`src/include/rcc_cfg.svh`:
```
`ifndef RCC_CFG_SVH
`define RCC_CFG_SVH

// d1 standby reset length after power-good, in cycles
`define RCC_D1_RST_CYCLES 10
// d2 standby reset length
`define RCC_D2_RST_CYCLES 10
// cycles from a reset release to its clock enable
`define RCC_CLK_ON_DELAY  8
// depth of the power status synchronizer
`define RCC_SYNC_STAGES   2
`endif
```
`src/design/rcc_pwr_pkg.sv`:
```
package rcc_pwr_pkg;

  // cpu and d3 low power state
  typedef struct packed {
    logic c1_sleep, c1_deepsleep;
    logic c2_sleep, c2_deepsleep;
    logic d3_deepsleep;
  } cpu_mode_t;

  // bridge busy levels, d1 then d2 then d3, plus flash
  typedef struct packed {
    logic axi, ahb3, apb3;
    logic ahb1, ahb2, apb1, apb2;
    logic ahb4, apb4;
    logic flash;
  } busy_t;

  // peripheral allocation per cpu
  typedef struct packed {
    logic c1_ahb1, c1_ahb2, c1_ahb3, c1_apb1, c1_apb2, c1_apb3;
    logic c2_ahb1, c2_ahb2, c2_ahb3, c2_apb1, c2_apb2, c2_apb3;
    logic c2_per_alloc_d1, c1_per_alloc_d2;
  } alloc_t;

  // stop requests to the power controller, or their wakeups
  typedef struct packed {
    logic d1, d2, d3;
  } lp_req_t;

  // clock-on after reset release
  typedef struct packed {
    logic sys, d1, d2, cpu1, cpu2;
  } arcg_en_t;

  typedef struct packed {
    logic c1, c2, sys, d1_bus, d2_bus, d3_bus;
    logic axi, ahb3, apb3, ahb1, ahb2, apb1, apb2, ahb4, apb4;
  } clk_en_t;

endpackage

```
`src/design/rcc_rst_pkg.sv`:
```
package rcc_rst_pkg;

  // reset source levels, all active high
  typedef struct packed {
    logic por, bor;
    logic lpwr1, lpwr2;
    logic iwdg1, iwdg2;
    logic wwdg1, wwdg2;
    logic cpu1_soft, cpu2_soft;
  } rst_src_t;

  // watchdog reset scope, set means system wide
  typedef struct packed {
    logic ww1rsc, ww2rsc;
  } wwdg_ctl_t;

  // power and flash status, raw or synchronized
  typedef struct packed {
    logic vcore_ok, d1_ok, d2_ok;
    logic flash_power_ok, hsi_rdy;
    logic obl_done, obl_reload;
  } pwr_stat_t;

  // active low resets out of the sequencer
  typedef struct packed {
    logic sys_rst_n, d1_rst_n, d2_rst_n;
    logic cpu1_rst_n, cpu2_rst_n;
    logic d1_bus_rst_n, d2_bus_rst_n, d3_bus_rst_n;
  } rst_state_t;

endpackage

```
`src/design/rcc_sys_rst_clk_ctrl.sv`:
```
`timescale 1ns/10ps

module rcc_sys_rst_clk_ctrl (
  input  logic                    i_clk,
  input  logic                    i_reset,
  input  rcc_rst_pkg::rst_src_t   i_rst_src,
  input  rcc_rst_pkg::wwdg_ctl_t  i_wwdg_ctl,
  input  rcc_rst_pkg::pwr_stat_t  i_pwr_stat,
  input  rcc_pwr_pkg::cpu_mode_t  i_cpu_mode,
  input  rcc_pwr_pkg::busy_t      i_busy,
  input  rcc_pwr_pkg::alloc_t     i_alloc,
  input  rcc_pwr_pkg::lp_req_t    i_wkup,
  input  logic                    i_arcg_on,
  output rcc_rst_pkg::rst_state_t o_rst,
  output rcc_pwr_pkg::lp_req_t    o_lp_req,
  output rcc_pwr_pkg::clk_en_t    o_clk_en
);
  import rcc_rst_pkg::*;
  import rcc_pwr_pkg::*;

  pwr_stat_t  sync_stat;
  rst_state_t rst;
  arcg_en_t   arcg_en;
  lp_req_t    lp_req;

  // status into the clock domain
  rcc_input_sync u_input_sync (.i_clk, .i_reset, .i_stat(i_pwr_stat), .o_stat(sync_stat));

  // resets, then clock-on delay, then enables
  rcc_rst_seq u_rst_seq (.i_clk, .i_reset, .i_rst_src, .i_wwdg_ctl,
                         .i_stat(sync_stat), .o_rst(rst));
  rcc_clk_on_delay u_clk_on_delay (.i_clk, .i_reset, .i_rst(rst), .i_arcg_on,
                                   .o_arcg_en(arcg_en));

  // stop requests to the power controller
  rcc_lp_req u_lp_req (.i_clk, .i_reset, .i_cpu_mode, .i_busy, .i_alloc, .i_wkup,
                       .i_sys_rst_n(rst.sys_rst_n), .o_lp_req(lp_req));

  rcc_clk_en_gen u_clk_en_gen (.i_cpu_mode, .i_busy, .i_alloc, .i_lp_req(lp_req),
                               .i_arcg_en(arcg_en), .o_clk_en);

  assign o_rst    = rst;
  assign o_lp_req = lp_req;

endmodule

```
`src/design/rcc_clk_en_gen.sv`:
```
`timescale 1ns/10ps

module rcc_clk_en_gen (
  input  rcc_pwr_pkg::cpu_mode_t i_cpu_mode,
  input  rcc_pwr_pkg::busy_t     i_busy,
  input  rcc_pwr_pkg::alloc_t    i_alloc,
  input  rcc_pwr_pkg::lp_req_t   i_lp_req,
  input  rcc_pwr_pkg::arcg_en_t  i_arcg_en,
  output rcc_pwr_pkg::clk_en_t   o_clk_en
);
  import rcc_pwr_pkg::*;

  logic    c1_lt, c2_lt;
  clk_en_t en;

  // plain sleep, not deepsleep
  assign c1_lt = i_cpu_mode.c1_sleep && !i_cpu_mode.c1_deepsleep;
  assign c2_lt = i_cpu_mode.c2_sleep && !i_cpu_mode.c2_deepsleep;

  // owner awake, or a lightly sleeping cpu owns it, or still busy
  function automatic logic bridge_on(input logic owner_sleep, input logic c1_a,
                                     input logic c2_a, input logic busy);
    return !owner_sleep || (c1_lt && c1_a) || (c2_lt && c2_a) || busy;
  endfunction

  always_comb begin
    // ===================================================================
    // cpu, system and domain bus
    // ===================================================================
    en.c1     = !i_cpu_mode.c1_sleep && !i_cpu_mode.c1_deepsleep && i_arcg_en.cpu1;
    en.c2     = !i_cpu_mode.c2_sleep && !i_cpu_mode.c2_deepsleep && i_arcg_en.cpu2;
    en.sys    = !i_lp_req.d3 && i_arcg_en.sys;
    // bus runs while its domain is not stopped
    en.d1_bus = !i_lp_req.d1 && i_arcg_en.d1;
    en.d2_bus = !i_lp_req.d2 && i_arcg_en.d2;
    en.d3_bus = en.sys;
    // ===================================================================
    // bridges, each under its domain bus
    // ===================================================================
    // axi is c1 only
    en.axi  = en.d1_bus && (!i_cpu_mode.c1_sleep || i_busy.axi);
    en.apb3 = en.d1_bus &&
              bridge_on(i_cpu_mode.c1_sleep, i_alloc.c1_apb3, i_alloc.c2_apb3, i_busy.apb3);
    // ahb3 feeds apb3 and the flash
    en.ahb3 = en.d1_bus && (en.apb3 || i_busy.flash ||
              bridge_on(i_cpu_mode.c1_sleep, i_alloc.c1_ahb3, i_alloc.c2_ahb3, i_busy.ahb3));
    en.apb1 = en.d2_bus &&
              bridge_on(i_cpu_mode.c2_sleep, i_alloc.c1_apb1, i_alloc.c2_apb1, i_busy.apb1);
    en.apb2 = en.d2_bus &&
              bridge_on(i_cpu_mode.c2_sleep, i_alloc.c1_apb2, i_alloc.c2_apb2, i_busy.apb2);
    en.ahb2 = en.d2_bus &&
              bridge_on(i_cpu_mode.c2_sleep, i_alloc.c1_ahb2, i_alloc.c2_ahb2, i_busy.ahb2);
    // apb1 and apb2 hang off ahb1
    en.ahb1 = en.d2_bus && (en.apb1 || en.apb2 ||
              bridge_on(i_cpu_mode.c2_sleep, i_alloc.c1_ahb1, i_alloc.c2_ahb1, i_busy.ahb1));
    // d3 bridges stop only with the d3 request
    en.ahb4 = en.d3_bus;
    en.apb4 = en.d3_bus;
  end

  assign o_clk_en = en;

endmodule

```
`src/design/rcc_lp_req.sv`:
```
`timescale 1ns/10ps

module rcc_lp_req (
  input  logic                   i_clk,
  input  logic                   i_reset,
  input  rcc_pwr_pkg::cpu_mode_t i_cpu_mode,
  input  rcc_pwr_pkg::busy_t     i_busy,
  input  rcc_pwr_pkg::alloc_t    i_alloc,
  input  rcc_pwr_pkg::lp_req_t   i_wkup,
  input  logic                   i_sys_rst_n,
  output rcc_pwr_pkg::lp_req_t   o_lp_req
);
  import rcc_pwr_pkg::*;

  logic    d1_busy, d2_busy, d3_busy;
  lp_req_t idle;
  lp_req_t req_q;

  // per domain busy, flash lives in d1
  assign d1_busy = i_busy.axi | i_busy.ahb3 | i_busy.apb3 | i_busy.flash;
  assign d2_busy = i_busy.ahb1 | i_busy.ahb2 | i_busy.apb1 | i_busy.apb2;
  // d3 waits for everything below it
  assign d3_busy = d1_busy | d2_busy | i_busy.ahb4 | i_busy.apb4;

  always_comb begin
    // owner stopped, other cpu stopped or holds nothing here, not busy
    idle.d1 = i_cpu_mode.c1_deepsleep && !d1_busy &&
              (i_cpu_mode.c2_deepsleep || !i_alloc.c2_per_alloc_d1);
    idle.d2 = i_cpu_mode.c2_deepsleep && !d2_busy &&
              (i_cpu_mode.c1_deepsleep || !i_alloc.c1_per_alloc_d2);
    idle.d3 = i_cpu_mode.c1_deepsleep && i_cpu_mode.c2_deepsleep &&
              i_cpu_mode.d3_deepsleep && !d3_busy;
  end

  // set on idle, wakeup wins and holds it clear
  always_ff @(posedge i_clk) begin
    if (i_reset || !i_sys_rst_n) req_q <= '0;
    else req_q <= lp_req_t'(~i_wkup & (req_q | idle));
  end

  assign o_lp_req = req_q;

endmodule

```
`src/design/rcc_clk_on_delay.sv`:
```
`timescale 1ns/10ps
`include "rcc_cfg.svh"

module rcc_clk_on_delay (
  input  logic                    i_clk,
  input  logic                    i_reset,
  input  rcc_rst_pkg::rst_state_t i_rst,
  input  logic                    i_arcg_on,
  output rcc_pwr_pkg::arcg_en_t   o_arcg_en
);
  import rcc_pwr_pkg::*;

  localparam int CW = $clog2(`RCC_CLK_ON_DELAY + 1);
  // sys, d1, d2, cpu1, cpu2
  localparam int NG = 5;

  logic [NG-1:0] rst_n;
  logic [NG-1:0] done;
  logic [NG-1:0] en;
  logic [CW-1:0] cnt_q [NG];

  // same order as arcg_en_t
  assign rst_n = {i_rst.sys_rst_n, i_rst.d1_rst_n, i_rst.d2_rst_n,
                  i_rst.cpu1_rst_n, i_rst.cpu2_rst_n};

  // count up after release, park at the delay
  always_ff @(posedge i_clk) begin
    for (int i = 0; i < NG; i++) begin
      if (i_reset || !rst_n[i]) cnt_q[i] <= '0;
      else if (!done[i])        cnt_q[i] <= cnt_q[i] + CW'(1);
    end
  end

  always_comb begin
    for (int i = 0; i < NG; i++) begin
      done[i] = (cnt_q[i] == CW'(`RCC_CLK_ON_DELAY));
    end
  end

  // reset low kills the clock at once
  // without arcg the enable just follows the reset
  assign en        = i_arcg_on ? (rst_n & done) : rst_n;
  assign o_arcg_en = arcg_en_t'(en);

endmodule

```
`src/design/rcc_rst_seq.sv`:
```
`timescale 1ns/10ps
`include "rcc_cfg.svh"

module rcc_rst_seq (
  input  logic                    i_clk,
  input  logic                    i_reset,
  input  rcc_rst_pkg::rst_src_t   i_rst_src,
  input  rcc_rst_pkg::wwdg_ctl_t  i_wwdg_ctl,
  input  rcc_rst_pkg::pwr_stat_t  i_stat,
  output rcc_rst_pkg::rst_state_t o_rst
);
  import rcc_rst_pkg::*;

  localparam int D1W = $clog2(`RCC_D1_RST_CYCLES + 1);
  localparam int D2W = $clog2(`RCC_D2_RST_CYCLES + 1);

  rst_src_t       src_q;
  logic           sys_assert, sys_release, sys_rst_n_q;
  logic           d1_clr, d2_clr;
  logic [D1W-1:0] d1_cnt_q;
  logic [D2W-1:0] d2_cnt_q;
  logic           d1_rst_n_q, d2_rst_n_q;

  // ===================================================================
  // system reset
  // ===================================================================
  always_ff @(posedge i_clk) begin
    if (i_reset) src_q <= '0;
    else         src_q <= i_rst_src;
  end

  // wwdg only counts when its scope is system wide
  assign sys_assert = src_q.por | src_q.bor | src_q.lpwr1 | src_q.lpwr2 |
                      src_q.iwdg1 | src_q.iwdg2 | src_q.cpu1_soft | src_q.cpu2_soft |
                      (src_q.wwdg1 & i_wwdg_ctl.ww1rsc) | (src_q.wwdg2 & i_wwdg_ctl.ww2rsc) |
                      !i_stat.vcore_ok | !i_stat.obl_done | i_stat.obl_reload;
  // release needs hsi and flash supply up
  assign sys_release = i_stat.hsi_rdy & i_stat.flash_power_ok & !sys_assert;

  always_ff @(posedge i_clk) begin
    if (i_reset) sys_rst_n_q <= 1'b0;
    else         sys_rst_n_q <= sys_release;
  end

  // ===================================================================
  // d1 / d2 standby resets
  // ===================================================================
  assign d1_clr = !sys_rst_n_q | !i_stat.d1_ok;
  assign d2_clr = !sys_rst_n_q | !i_stat.d2_ok;

  always_ff @(posedge i_clk) begin
    if (i_reset || d1_clr) begin
      d1_cnt_q   <= '0;
      d1_rst_n_q <= 1'b0;
    end else begin
      if (d1_cnt_q != D1W'(`RCC_D1_RST_CYCLES)) d1_cnt_q <= d1_cnt_q + D1W'(1);
      // flash sits in d1, wait for its supply
      else if (i_stat.flash_power_ok) d1_rst_n_q <= 1'b1;
    end
  end

  always_ff @(posedge i_clk) begin
    if (i_reset || d2_clr) begin
      d2_cnt_q   <= '0;
      d2_rst_n_q <= 1'b0;
    end else begin
      if (d2_cnt_q != D2W'(`RCC_D2_RST_CYCLES)) d2_cnt_q <= d2_cnt_q + D2W'(1);
      else d2_rst_n_q <= 1'b1;
    end
  end

  // cpu and bus resets, straight from flops
  always_comb begin
    o_rst.sys_rst_n    = sys_rst_n_q;
    o_rst.d1_rst_n     = d1_rst_n_q;
    o_rst.d2_rst_n     = d2_rst_n_q;
    o_rst.cpu1_rst_n   = sys_rst_n_q & d1_rst_n_q & !src_q.wwdg1;
    o_rst.cpu2_rst_n   = sys_rst_n_q & d2_rst_n_q & !src_q.wwdg2;
    o_rst.d1_bus_rst_n = sys_rst_n_q & d1_rst_n_q;
    o_rst.d2_bus_rst_n = sys_rst_n_q & d2_rst_n_q;
    o_rst.d3_bus_rst_n = sys_rst_n_q;
  end

endmodule

```
`src/design/rcc_input_sync.sv`:
```
`timescale 1ns/10ps
`include "rcc_cfg.svh"

module rcc_input_sync (
  input  logic                   i_clk,
  input  logic                   i_reset,
  input  rcc_rst_pkg::pwr_stat_t i_stat,
  output rcc_rst_pkg::pwr_stat_t o_stat
);
  import rcc_rst_pkg::*;

  // one word per stage, stage 0 samples the async levels
  pwr_stat_t sync_q [`RCC_SYNC_STAGES];

  always_ff @(posedge i_clk) begin
    if (i_reset) begin
      // all status reads as not ready
      for (int i = 0; i < `RCC_SYNC_STAGES; i++) begin
        sync_q[i] <= '0;
      end
    end else begin
      sync_q[0] <= i_stat;
      for (int i = 1; i < `RCC_SYNC_STAGES; i++) begin
        sync_q[i] <= sync_q[i-1];
      end
    end
  end

  // last stage is the usable copy
  assign o_stat = sync_q[`RCC_SYNC_STAGES-1];

endmodule

```
`config.mk`:
```
export PLATFORM = sky130hd
export DESIGN_NAME = rcc_sys_rst_clk_ctrl
export DESIGN_NICKNAME = d
export VERILOG_FILES = /design/src/design/rcc_pwr_pkg.sv /design/src/design/rcc_rst_pkg.sv /design/src/design/rcc_sys_rst_clk_ctrl.sv /design/src/design/rcc_clk_en_gen.sv /design/src/design/rcc_lp_req.sv /design/src/design/rcc_clk_on_delay.sv /design/src/design/rcc_rst_seq.sv /design/src/design/rcc_input_sync.sv
export VERILOG_INCLUDE_DIRS = /design/src /design/src/include
export SDC_FILE = /design/constraint.sdc
export NUM_CORES = 1
export LEC_CHECK = 0
export ABC_AREA = 1
export BUFFER_PORTS_ARGS = -buffer_cell sky130_fd_sc_hd__buf_2
export CAP_MARGIN = 20
export CORE_AREA = 2 2 75 77
export CTS_CLUSTER_SIZE = 14
export DETAILED_ROUTE_END_ITERATION = 7
export DIE_AREA = 0 0 77 79
export PLACE_DENSITY_LB_ADDON = 0.2
export SLEW_MARGIN = 0
export SYNTH_ARGS = -nofsm -noshare
export SYNTH_HDL_FRONTEND = slang
export SYNTH_SLANG_ARGS = --single-unit
```
`constraint.sdc`:
```
create_clock -name i_clk -period 2.6 [get_ports i_clk]
set_input_delay 0.52 -clock i_clk [delete_from_list [all_inputs] [get_ports i_clk]]
set_output_delay 0.52 -clock i_clk [all_outputs]
set_load 0.02 [all_outputs]
```
==> results of run 1 <==
==> cells by family (layout without fill, tap and decap cells) <==
| family | after synthesis | in the layout | synth area share |
|---|---|---|---|
| and+or+nand+nor | 158 | 158 | 0.2488 |
| buffers and inverters | 83 | 169 | 0.1251 |
| DFF | 58 | 58 | 0.4808 |
| AOI/OAI and AO/OA | 26 | 26 | 0.05568 |
| adders and majority gates | 14 | 14 | 0.06187 |
| xor gates and xnor gates | 9 | 9 | 0.02784 |
==> worst max-delay path, delay by kind of cell, from the launching register on <==
| kind | cells | cell delay [ns] |
|---|---|---|
| flops | 1 | 0.45 |
| buf+inv | 3 | 0.40 |
| compound gates | 1 | 0.33 |
| simple gates | 2 | 0.16 |
| fa+ha+maj | 1 | 0.14 |
==> cells in the mapped netlist <==
master    number  share of area
inv_1         69          0.091
dfxtp_1       38           0.27
xor2_1         2         0.0062
inv_2          2         0.0027
a21oi_1       18          0.032
o21ai_2        5          0.015
edfxtp_1      20           0.21
nor2_4         1         0.0040
nor3_1         6          0.011
clkinv_2       1         0.0018
nand2_4        2         0.0080
nand3_2        2         0.0071
or2_2          3         0.0066
a21oi_2        1         0.0031
ha_1          14          0.062
a211oi_1       1         0.0027
nand2_1       41          0.054
nor2_1        74          0.098
buf_4          7          0.019
nor2_2         1         0.0022
nor2_8         1         0.0071
o21a_1         1         0.0027
buf_2          2         0.0035
xnor2_1        7          0.022
nand4_1        7          0.015
nand3_1       20          0.035
buf_6          1         0.0040
clkinv_4       1         0.0031
==> cell usage in the layout, fill, tap and decap left out, types with 5 or more instances in the layout <==
cell | synthesis | final
nor3_1 | 6 | 6
clkinv_2 | 1 | 5
buf_2 | 2 | 79
edfxtp_1 | 20 | 20
nand2_1 | 41 | 41
nand3_1 | 20 | 20
dfxtp_1 | 38 | 38
nand4_1 | 7 | 7
ha_1 | 14 | 14
nor2_1 | 74 | 74
inv_1 | 69 | 69
a21oi_1 | 18 | 18
xnor2_1 | 7 | 7
o21ai_2 | 5 | 5
clkbuf_8 | 0 | 9
==> per-stage QoR <==
step	cell area, um^2	worst slack (ns)	hold slack (ns)
global placement	3251	0.7111	0.3905
finish	3435	0.2902	0.3484
CTS	3435	0.2719	0.3353
detailed placement	3251	0.6332	0.3917
floorplan	2831	0.2915	0.3883
global route	3435	0.02271	0.3483
==> power by group through the flow <==
stage | logic, W | registers, W | clock network, W
2_1_floorplan | 0.0000457 | 0.000975 | 0
3_3_place_gp | 0.0000961 | 0.000976 | 0
3_5_place_dp | 0.0000969 | 0.000976 | 0
4_1_cts | 0.0000977 | 0.000956 | 0.000792
5_1_grt | 0.000111 | 0.000958 | 0.000822
6_report | 0.0000962 | 0.000956 | 0.000772
==> area by class of cell <==
cell class,count,area [um^2],share of cell area
timing repair buffer,80,402.9,0.1173
tap,72,90.09,0.02623
clock inverter,6,56.30,0.01639
clock buffer,10,127.6,0.03716
multi-input combinational,207,1116,0.3250
sequential,58,1361,0.3964
inverter,73,280.3,0.08160
==> state kept, by name (all words and copies together), names as in the netlist <==
name	cells
u_rst_seq.d1_cnt_q	4
u_rst_seq.src_q	10
u_lp_req.o_lp_req	3
u_rst_seq.sys_rst_n_q	1
u_rst_seq.d1_rst_n_q	1
u_clk_on_delay.cnt_q	20
u_input_sync.sync_q	14
u_rst_seq.d2_rst_n_q	1
u_rst_seq.d2_cnt_q	4
==> worst max path at each step <==
stage	slack [ns]	depth (start not counted)	end	start
final	0.29	7	o_clk_en[0]	u_clk_on_delay.cnt_q[4][0]
after global routing	0.02	7	o_clk_en[0]	u_clk_on_delay.cnt_q[4][0]
after CTS	0.27	7	o_clk_en[9]	u_clk_on_delay.cnt_q[4][0]
after detailed placement	0.63	7	o_clk_en[9]	u_clk_on_delay.cnt_q[4][0]
after global placement	0.71	7	o_clk_en[1]	u_clk_on_delay.cnt_q[4][0]
after floorplan	0.29	7	o_clk_en[12]	u_clk_on_delay.cnt_q[4][0]
==> per-layer routing <==
metal / global-route usage / share of wire / up-vias
met5: 0 / 0 / -
met2: 0.3412 / 0.49 / 75
met1: 0.2262 / 0.43 / 1029
met3: 0.04432 / 0.062 / 9
li1: - / - / 1226
met4: 0.1000 / 0.015 / 0
==> run_results.csv, run 1 <==
group,metric,value,unit
timing,max_freq,432.9,MHz
cts,cts_root_buf,"clkbuf_8",
floorplanning,row_count,27,
timing,final_max_slew_viol_count,0,
detailed_routing,post_drt_wl_per_cell,11.13,um
worst_hold_path,min_path_cells,2,
global_route,antenna_found_initial,0,
synth,syn-num-nets,416,
worst_setup_path,cp_slowest_cell,"edfxtp_1",
layout,utilization,0.6435,
worst_setup_path,required,2.08,ns
worst_setup_path,criticalPathCategory,"reg2out",
synth,yosys_register_bits,58,
detailed_routing,firstDrtPassIters,4,
worst_setup_path,timing.rr.end,"u_clk_on_delay.cnt_q[1][3]",
timing,hold_violations,0,
cts,numCtsBuffers,9,
timing,tns,0,ns
place,place_inst,490,
detailed_routing,avgViaCountPerCell,4.623,
cts,clkLatencyLatePin,0.32,ns
layout,fillerInstances,503,
global_route,grt_pass1_vias,2262,
flow_run,maxCapViolations,0,
pwr,p_per_area,531.2,nW/um^2
worst_setup_path,r2r_setup_slack,1.20,ns
pwr,sw_frac_of_total,0.2156,
worst_setup_path,critPathMaxStageDelay,0.45,ns
floorplanning,die-area,6083,um^2
pwr,power_frac_comb,0.053,
global_route,grt_pass1_wl,9494,um
layout,final_cells,506,
synth,syn_area,2831,um^2
cts,cts.sink_count,58,
worst_setup_path,path_common_cell,"inv_1",
layout,drive_above_1_share,0.2650,
pwr,p_switching,0.0003933,W
run_status,status,"finished, final reports clean",
timing,skew,0.005840,ns
cts,clockBufferDepth,2,
worst_setup_path,worstPathCellList,"inv_1 -> ha_1 -> nand2_1 -> nor2_1 -> inv_1 -> a211oi_1 -> buf_2",
floorplanning,die_y,79,um
cts,tritoncts,"built",
floorplanning,core_area,5338,um^2
worst_setup_path,worstSetupStartpointType,"register",
global_route,grt_max_degree,26,
floorplanning,start_util,0.5305,
worst_hold_path,hold_path_end,"u_lp_req.o_lp_req[1]",
worst_hold_path,min-delay-start,"i_wkup[1]",
cts,h-tree-depth,3,
timing,timing.final.crit_share,0.8884,
synth,yosysSeqAreaShare,0.4808,
synth,syn_inst,348,
cts,postCtsHoldBufs,0,
cts,cts_setup_buffers,0,
detailed_routing,drc,0,
layout,syn2layout_area_growth,21.30,%
layout,nNetsFinal,497,
worst_setup_path,critPathMaxFanout,4,
floorplanning,num_io_pins,80,
timing,finalSetupViolations,0,
layout,insertedDiodeCount,0,
worst_setup_path,worstSetupEndpointType,"output pin",
worst_setup_path,crit_arrival,1.79,ns
worst_hold_path,hp-class,"in2reg",
cts,cts_resized,0,
detailed_routing,drtAntennaViolNets,0,
pwr,total_power,0.001824,W
timing,tightest_slew,0.3643,ns
pwr,internal-power,0.001431,W
worst_setup_path,timing.rr.start,"u_rst_seq.sys_rst_n_q",
timing,period_needed,2.310,ns
place,hpwlAfterDp,4461,um
global_route,globalRouteTotalUtil,0.1955,
worst_setup_path,ff2ff_path_depth,3,
place,portBuffers,79,
synth,yosys_warnings,0,
detailed_routing,drt_iter0_drc,92,
place,routabilityCongestion,0.8464,
synth,synth_area_per_cell,8.136,um^2
detailed_routing,wl,5632,um
synth,synth_cell_types,28,
cts,cts.clk_slew.worst_paths,0.06,ns
timing,rsz0062_at_grt,"no",
global_route,grt_overflow_total,0,
pwr,peakVddDrop,0.0004448,V
pwr,leakagePower,1.732,nW
pwr,power_frac_seq,0.524,
timing,max_slew_margin,0.7557,
floorplanning,fp.dieW,77,um
pwr,clkPwrFrac,0.423,
detailed_routing,via_count,2339,
Power figures use the tool's default switching activity.
==> inputs of run 2 (changes only) <==
Settings changed: ABC_AREA 1 to default, CORE_AREA 2 2 75 77 to 2 2 73 75, DIE_AREA 0 0 77 79 to 0 0 75 77, SETUP_SLACK_MARGIN from default to 0.3.
==> run 2 against run 1 <==
Clock skew is 0.0014 ns higher; setup slack better by 0.091 ns; count of clock-buffer cells in the layout is 6 higher; sequential power hardly changed; final area is 1.9% higher; die area is 5.1% lower; fmax is 4.1% higher; critical path depth is 1 lower; via count is 8.7% lower; power is 3.1% higher; final cell count is 13% lower; largest cell class unchanged; highest routed layer unchanged.
==> run_results.csv, run 2 <==
group,metric,value,unit
synth,synth_commonest_cells,"38 x dfxtp_1, 36 x nor2_1, 28 x nor2b_1, 21 x inv_1, 20 x edfxtp_1",
synth,syn_inst,271,
place,hpwlAfterDp,4144,um
timing,tightest_slew,0.5803,ns
layout,nNetsFinal,432,
floorplanning,start_util,0.5377,
synth,yosysSeqAreaShare,0.5086,
timing,hold_slack,0.3555,ns
cts,clockBufferDepth,2,
place,routabilityCongestion,0.8152,
run_status,status,"finished, final reports clean",
pwr,p_per_area,537.6,nW/um^2
synth,synth_area_per_cell,9.876,um^2
floorplanning,row_count,26,
floorplanning,core_area,4977,um^2
detailed_routing,firstDrtPassIters,4,
worst_setup_path,required,2.08,ns
pwr,peakVddDrop,0.0003632,V
synth,yosysMostFrequentCell,"dfxtp_1",
floorplanning,num_io_pins,80,
timing,final_max_slew_viol_count,0,
layout,top_register,"u_clk_on_delay.cnt_q",
timing,max_freq,450.6,MHz
pwr,leakagePower,1.548,nW
detailed_routing,wl,5594,um
detailed_routing,drc,0,
global_route,grt_pass1_vias,2013,
detailed_routing,post_drt_wl_per_cell,12.74,um
synth,yosys.area.top_type,"dfxtp_1",
timing,period_needed,2.219,ns
synth,synth_edf_count,20,
worst_setup_path,crit_arrival,1.70,ns
layout,utilization,0.7029,
worst_hold_path,hp-class,"in2reg",
global_route,grt_overflow_total,0,
detailed_routing,drtAntennaViolNets,0,
layout,multi_input_area,1229,um^2
synth,synth_top_area_share,0.2842,
cts,postCtsHoldBufs,0,
synth,syn_area,2676,um^2
timing,hold_violations,0,
synth,yosys_register_bits,58,
synth,ys.flop_type,"dfxtp_1",
cts,cts.clk_slew.worst_paths,0.06,ns
timing,tns,0,ns
layout,top_regs,"u_clk_on_delay.cnt_q (20), u_input_sync.sync_q (14), u_rst_seq.src_q (10)",
detailed_routing,avgViaCountPerCell,4.866,
place,portBuffers,79,
timing,rsz0062_at_grt,"yes",
worst_setup_path,worstSetupEndpointType,"output pin",
layout,syn2layout_area_growth,30.72,%
cts,cts_root_buf,"clkbuf_8",
floorplanning,die_y,77,um
synth,synth_cell_types,32,
global_route,antenna_found_initial,0,
cts,clkLatencyLatePin,0.33,ns
synth,async_flop_share,0,
layout,largest_reg_flops,20,
detailed_routing,via_count,2136,
layout,drive_above_1_share,0.3225,
cts,numCtsBuffers,9,
cts,cts.sink_count,58,
timing,fin_ws,0.3809,ns
layout,layout_common_cells,"70 x buf_2, 38 x dfxtp_1, 36 x nor2_1",
worst_setup_path,criticalPathCategory,"reg2out",
timing,max_slew_margin,0.6131,
pwr,total_power,0.001881,W
layout,regArea,1361,um^2
place,dp_worst_setup_slack,0.5947,ns
floorplanning,die-area,5775,um^2
layout,layout_commonest_cell,"buf_2",
timing,skew,0.007237,ns
global_route,grt_max_degree,36,
timing,finalSetupViolations,0,
cts,tritoncts,"built",
global_route,grt_pass1_wl,8763,um
synth,synthTopCellsByArea,"dfxtp_1 28%, edfxtp_1 22%, ha_1 6.5%, nor2b_1 6.5%, nor2_1 5.0%",
detailed_routing,drt_iter0_drc,71,
worst_setup_path,critPathMaxFanout,4,
floorplanning,fp.dieW,75,um
layout,insertedDiodeCount,0,
synth,syn-num-nets,339,
worst_setup_path,worstSetupStartpointType,"register",
synth,yosys_warnings,0,
cts,h-tree-depth,3,
timing,timing.final.crit_share,0.8535,
global_route,globalRouteTotalUtil,0.2012,
flow_run,maxCapViolations,0,
layout,fillerInstances,405,
-- run 2: logic make-up (layout without fill, tap and decap cells) --
group / Yosys count / after routing / share of synthesized area
adders and majority gates: 14 / 14 / 0.06545
and+or+nand+nor: 133 / 133 / 0.2698
DFF: 58 / 58 / 0.5087
buffers and inverters: 31 / 129 / 0.05330
AOI/OAI and AO/OA: 19 / 19 / 0.04768
muxes: 3 / 3 / 0.01262
xor gates and xnor gates: 13 / 13 / 0.04254
-- run 2: final cells by class --
| cell class | instances | share of cell area |
|---|---|---|
| Sequential cell | 58 | 0.3891 |
| Multi-Input combinational cell | 182 | 0.3512 |
| Timing Repair Buffer | 92 | 0.1516 |
| Clock buffer | 16 | 0.06044 |
| Tap cell | 70 | 0.02504 |
| Inverter | 21 | 0.02253 |
-- run 2: critical path, stage by stage, from the launching register on --
cell and delay, ns:
edfxtp_1 0.43, inv_1 0.09, ha_2 0.18, nand2_2 0.06, or2_4 0.25, a21oi_4 0.21, buf_6 0.15
-- run 2: what timing repair did --
action | in CTS | in global routing
resized for setup | 3 | 20
setup buffers | 1 | 10
pin swaps | 0 | 4
setup endpoints to repair | 6 | 12
-- run 2: final timing paths --
check / from / to / slack [ns] / cells past startpoint
setup / recovery: u_clk_on_delay.cnt_q[4][0] / o_clk_en[1] / 0.38 / 6
hold / removal: i_wkup[1] / u_lp_req.o_lp_req[1] / 0.36 / 2
setup reg to reg: u_clk_on_delay.cnt_q[0][1] / u_clk_on_delay.cnt_q[0][3] / 0.99 / 5
hold reg to reg: u_input_sync.sync_q[0][7] / u_rst_seq.sys_rst_n_q / 0.38 / 1
-- run 2: metrics by stage --
| stage | area, um^2 | instances |
|---|---|---|
| floorplan | 2679 | 271 |
| global placement | 3113 | 412 |
| detailed placement | 3113 | 412 |
| CTS | 3346 | 429 |
| global route | 3498 | 439 |
| finish | 3498 | 439 |
-- run 2: power breakdown --
part	total, W	switching, W	internal [W]
Sequential	0.000954	0.00000453	0.000950
Clock	0.000838	0.000328	0.000510
Combinational	0.0000885	0.0000407	0.0000479
Total	0.00188	0.000373	0.00151
-- run 2: per-layer routing --
layer / up-vias / wire length (um) / GRT usage
met1: 970 / 2405 / 0.2319
li1: 1091 / - / -
met5: - / 0 / 0
met3: 8 / 367 / 0.05125
met4: 0 / 85 / 0.09107
met2: 67 / 2737 / 0.3412
==> inputs of run 3 (changes only) <==
Settings changed: ABC_AREA from default to 1, CORE_AREA 2 2 73 75 to 2 2 75 77, DIE_AREA 0 0 75 77 to 0 0 77 79.
==> run 3 against run 2 <==
Via count increased by 10%; core utilization decreased by 3.1 points; combinational power increased by 12%; power increased by 2.7%; global-route usage decreased by 0.10 points; sequential power about the same; routed wire length increased by 3.0%; critical path type unchanged; critical endpoint is now o_clk_en[5].
==> run_results.csv, run 3 (synthesis results as in run 1) <==
group,metric,value,unit
worst_setup_path,path_delay_family,"flip-flops",
layout,insertedDiodeCount,0,
pwr,peakVddDrop,0.0004170,V
global_route,grt_max_degree,26,
flow_run,maxCapViolations,0,
timing,period_needed,2.207,ns
layout,nNetsFinal,502,
place,postPlaceCellArea,3256,um^2
layout,top_regs,"u_clk_on_delay.cnt_q (20), u_input_sync.sync_q (14), u_rst_seq.src_q (10)",
global_route,antenna_found_initial,0,
place,routabilityCongestion,0.7920,
place,hpwlAfterDp,4446,um
cts,clockBufferDepth,2,
worst_setup_path,worstSetupEndpointType,"output pin",
layout,regArea,1361,um^2
timing,finalSetupViolations,0,
cts,numCtsBuffers,9,
layout,utilization,0.6721,
global_route,grt_pass1_vias,2225,
worst_setup_path,worstSetupStartpointType,"register",
layout,finalInstanceArea,3587,um^2
detailed_routing,wl,5762,um
cts,cts.sink_count,58,
detailed_routing,drtAntennaViolNets,0,
timing,tns,0,ns
worst_setup_path,path_buf_inv,3,
worst_setup_path,worstPathCellList,"inv_1 -> ha_1 -> inv_1 -> nor2_2 -> nand2_1 -> nand2_2 -> nand3_4 -> a21oi_2 -> buf_4",
timing,final_max_slew_viol_count,0,
timing,tightest_slew,0.2679,ns
floorplanning,fp.dieW,77,um
layout,multi_input_area,1167,um^2
global_route,globalRouteTotalUtil,0.2002,
layout,fillerInstances,457,
floorplanning,die-area,6083,um^2
detailed_routing,via_count,2352,
worst_setup_path,crit_arrival,1.69,ns
floorplanning,num_io_pins,80,
detailed_routing,firstDrtPassIters,4,
global_route,met1_usage,0.2284,
floorplanning,core_area,5338,um^2
layout,largest_reg_flops,20,
floorplanning,row_count,27,
worst_setup_path,r2r_setup_slack,1.21,ns
detailed_routing,post_drt_wl_per_cell,11.28,um
worst_setup_path,critPathMaxFanout,5,
timing,skew,0.008985,ns
worst_setup_path,critPathMaxStageDelay,0.42,ns
timing,max_freq,453.0,MHz
layout,layout_commonest_cell,"buf_2",
layout,top_register,"u_clk_on_delay.cnt_q",
cts,cts.clk_slew.worst_paths,0.07,ns
global_route,grt_use_met3,0.05795,
floorplanning,start_util,0.5305,
cts,tritoncts,"built",
timing,timing.final.crit_share,0.8490,
timing,hold_violations,0,
detailed_routing,drt_iter0_drc,107,
worst_hold_path,hp-class,"in2reg",
worst_setup_path,criticalPathCategory,"reg2out",
place,portBuffers,79,
cts,cts_root_buf,"clkbuf_8",
layout,layout_common_cells,"71 x buf_2, 70 x nor2_1, 68 x inv_1",
worst_setup_path,required,2.08,ns
timing,max_slew_margin,0.8212,
detailed_routing,avgViaCountPerCell,4.603,
global_route,grt.met2_usage,0.3412,
pwr,p_per_area,538.6,nW/um^2
global_route,grt_pass1_wl,9439,um
layout,drive_above_1_share,0.3030,
global_route,grt_overflow_total,0,
cts,h-tree-depth,3,
global_route,grt_most_used_layer,"met2",
timing,rsz0062_at_grt,"yes",
cts,clkLatencyLatePin,0.33,ns
pwr,leakagePower,1.774,nW
worst_setup_path,cp_slowest_cell,"edfxtp_1",
worst_setup_path,path_common_cell,"inv_1",
run_status,status,"finished, final reports clean",
layout,syn2layout_area_growth,26.69,%
detailed_routing,drc,0,
floorplanning,die_y,79,um
## run 3: metal layers
layer,vias to the layer above,part of all wire,routed length [um]
li1,1238,-,-
met1,1030,0.42,2424
met2,75,0.49,2838
met3,9,0.065,372
met4,0,0.022,126
met5,-,0,0
## run 3: timing repair
item / in CTS / in global routing
hold buffers: 0 / 0
resized for setup: 1 / 20
setup buffers: 0 / 5
hold endpoints to repair: 0 / 0
setup endpoints to repair: 4 / 13
gates cloned: 0 / 0
## run 3: cell type report
cell class	instances	area share
clock buffers	14	0.05999
inverters	73	0.07813
multi-input cells	207	0.3254
repair buffers	85	0.1284
flip-flops and latches	58	0.3795
clock inverters	2	0.003488
well taps	72	0.02511
## run 3: worst paths after layout
kind         depth (start not counted)                         end                       start
min reg2reg                          2   u_input_sync.sync_q[0][7]   u_input_sync.sync_q[0][0]
max                                  9                 o_clk_en[5]  u_clk_on_delay.cnt_q[2][0]
max reg2reg                          5  u_clk_on_delay.cnt_q[0][0]  u_clk_on_delay.cnt_q[0][0]
min                                  2        u_lp_req.o_lp_req[1]                   i_wkup[1]
## run 3: metrics by stage
step	hold WS, ns	total power (W)	setup slack (ns)	cells
after floorplan	0.3883	0.001020	0.5721	348
after global placement	0.3906	0.001071	0.6800	490
after detailed placement	0.3917	0.001073	0.6264	490
after CTS	0.3252	0.001950	0.3107	506
after global routing	0.3379	0.002007	0.2554	511
final	0.3453	0.001932	0.3927	511
## run 3: where the power goes
group / internal [W] / total [W] / switching [W] / leakage, nW
combinational: 0.0000456 / 0.0000993 / 0.0000537 / 1.10
sequential: 0.000950 / 0.000956 / 0.00000625 / 0.559
clock: 0.000539 / 0.000877 / 0.000338 / 0.115
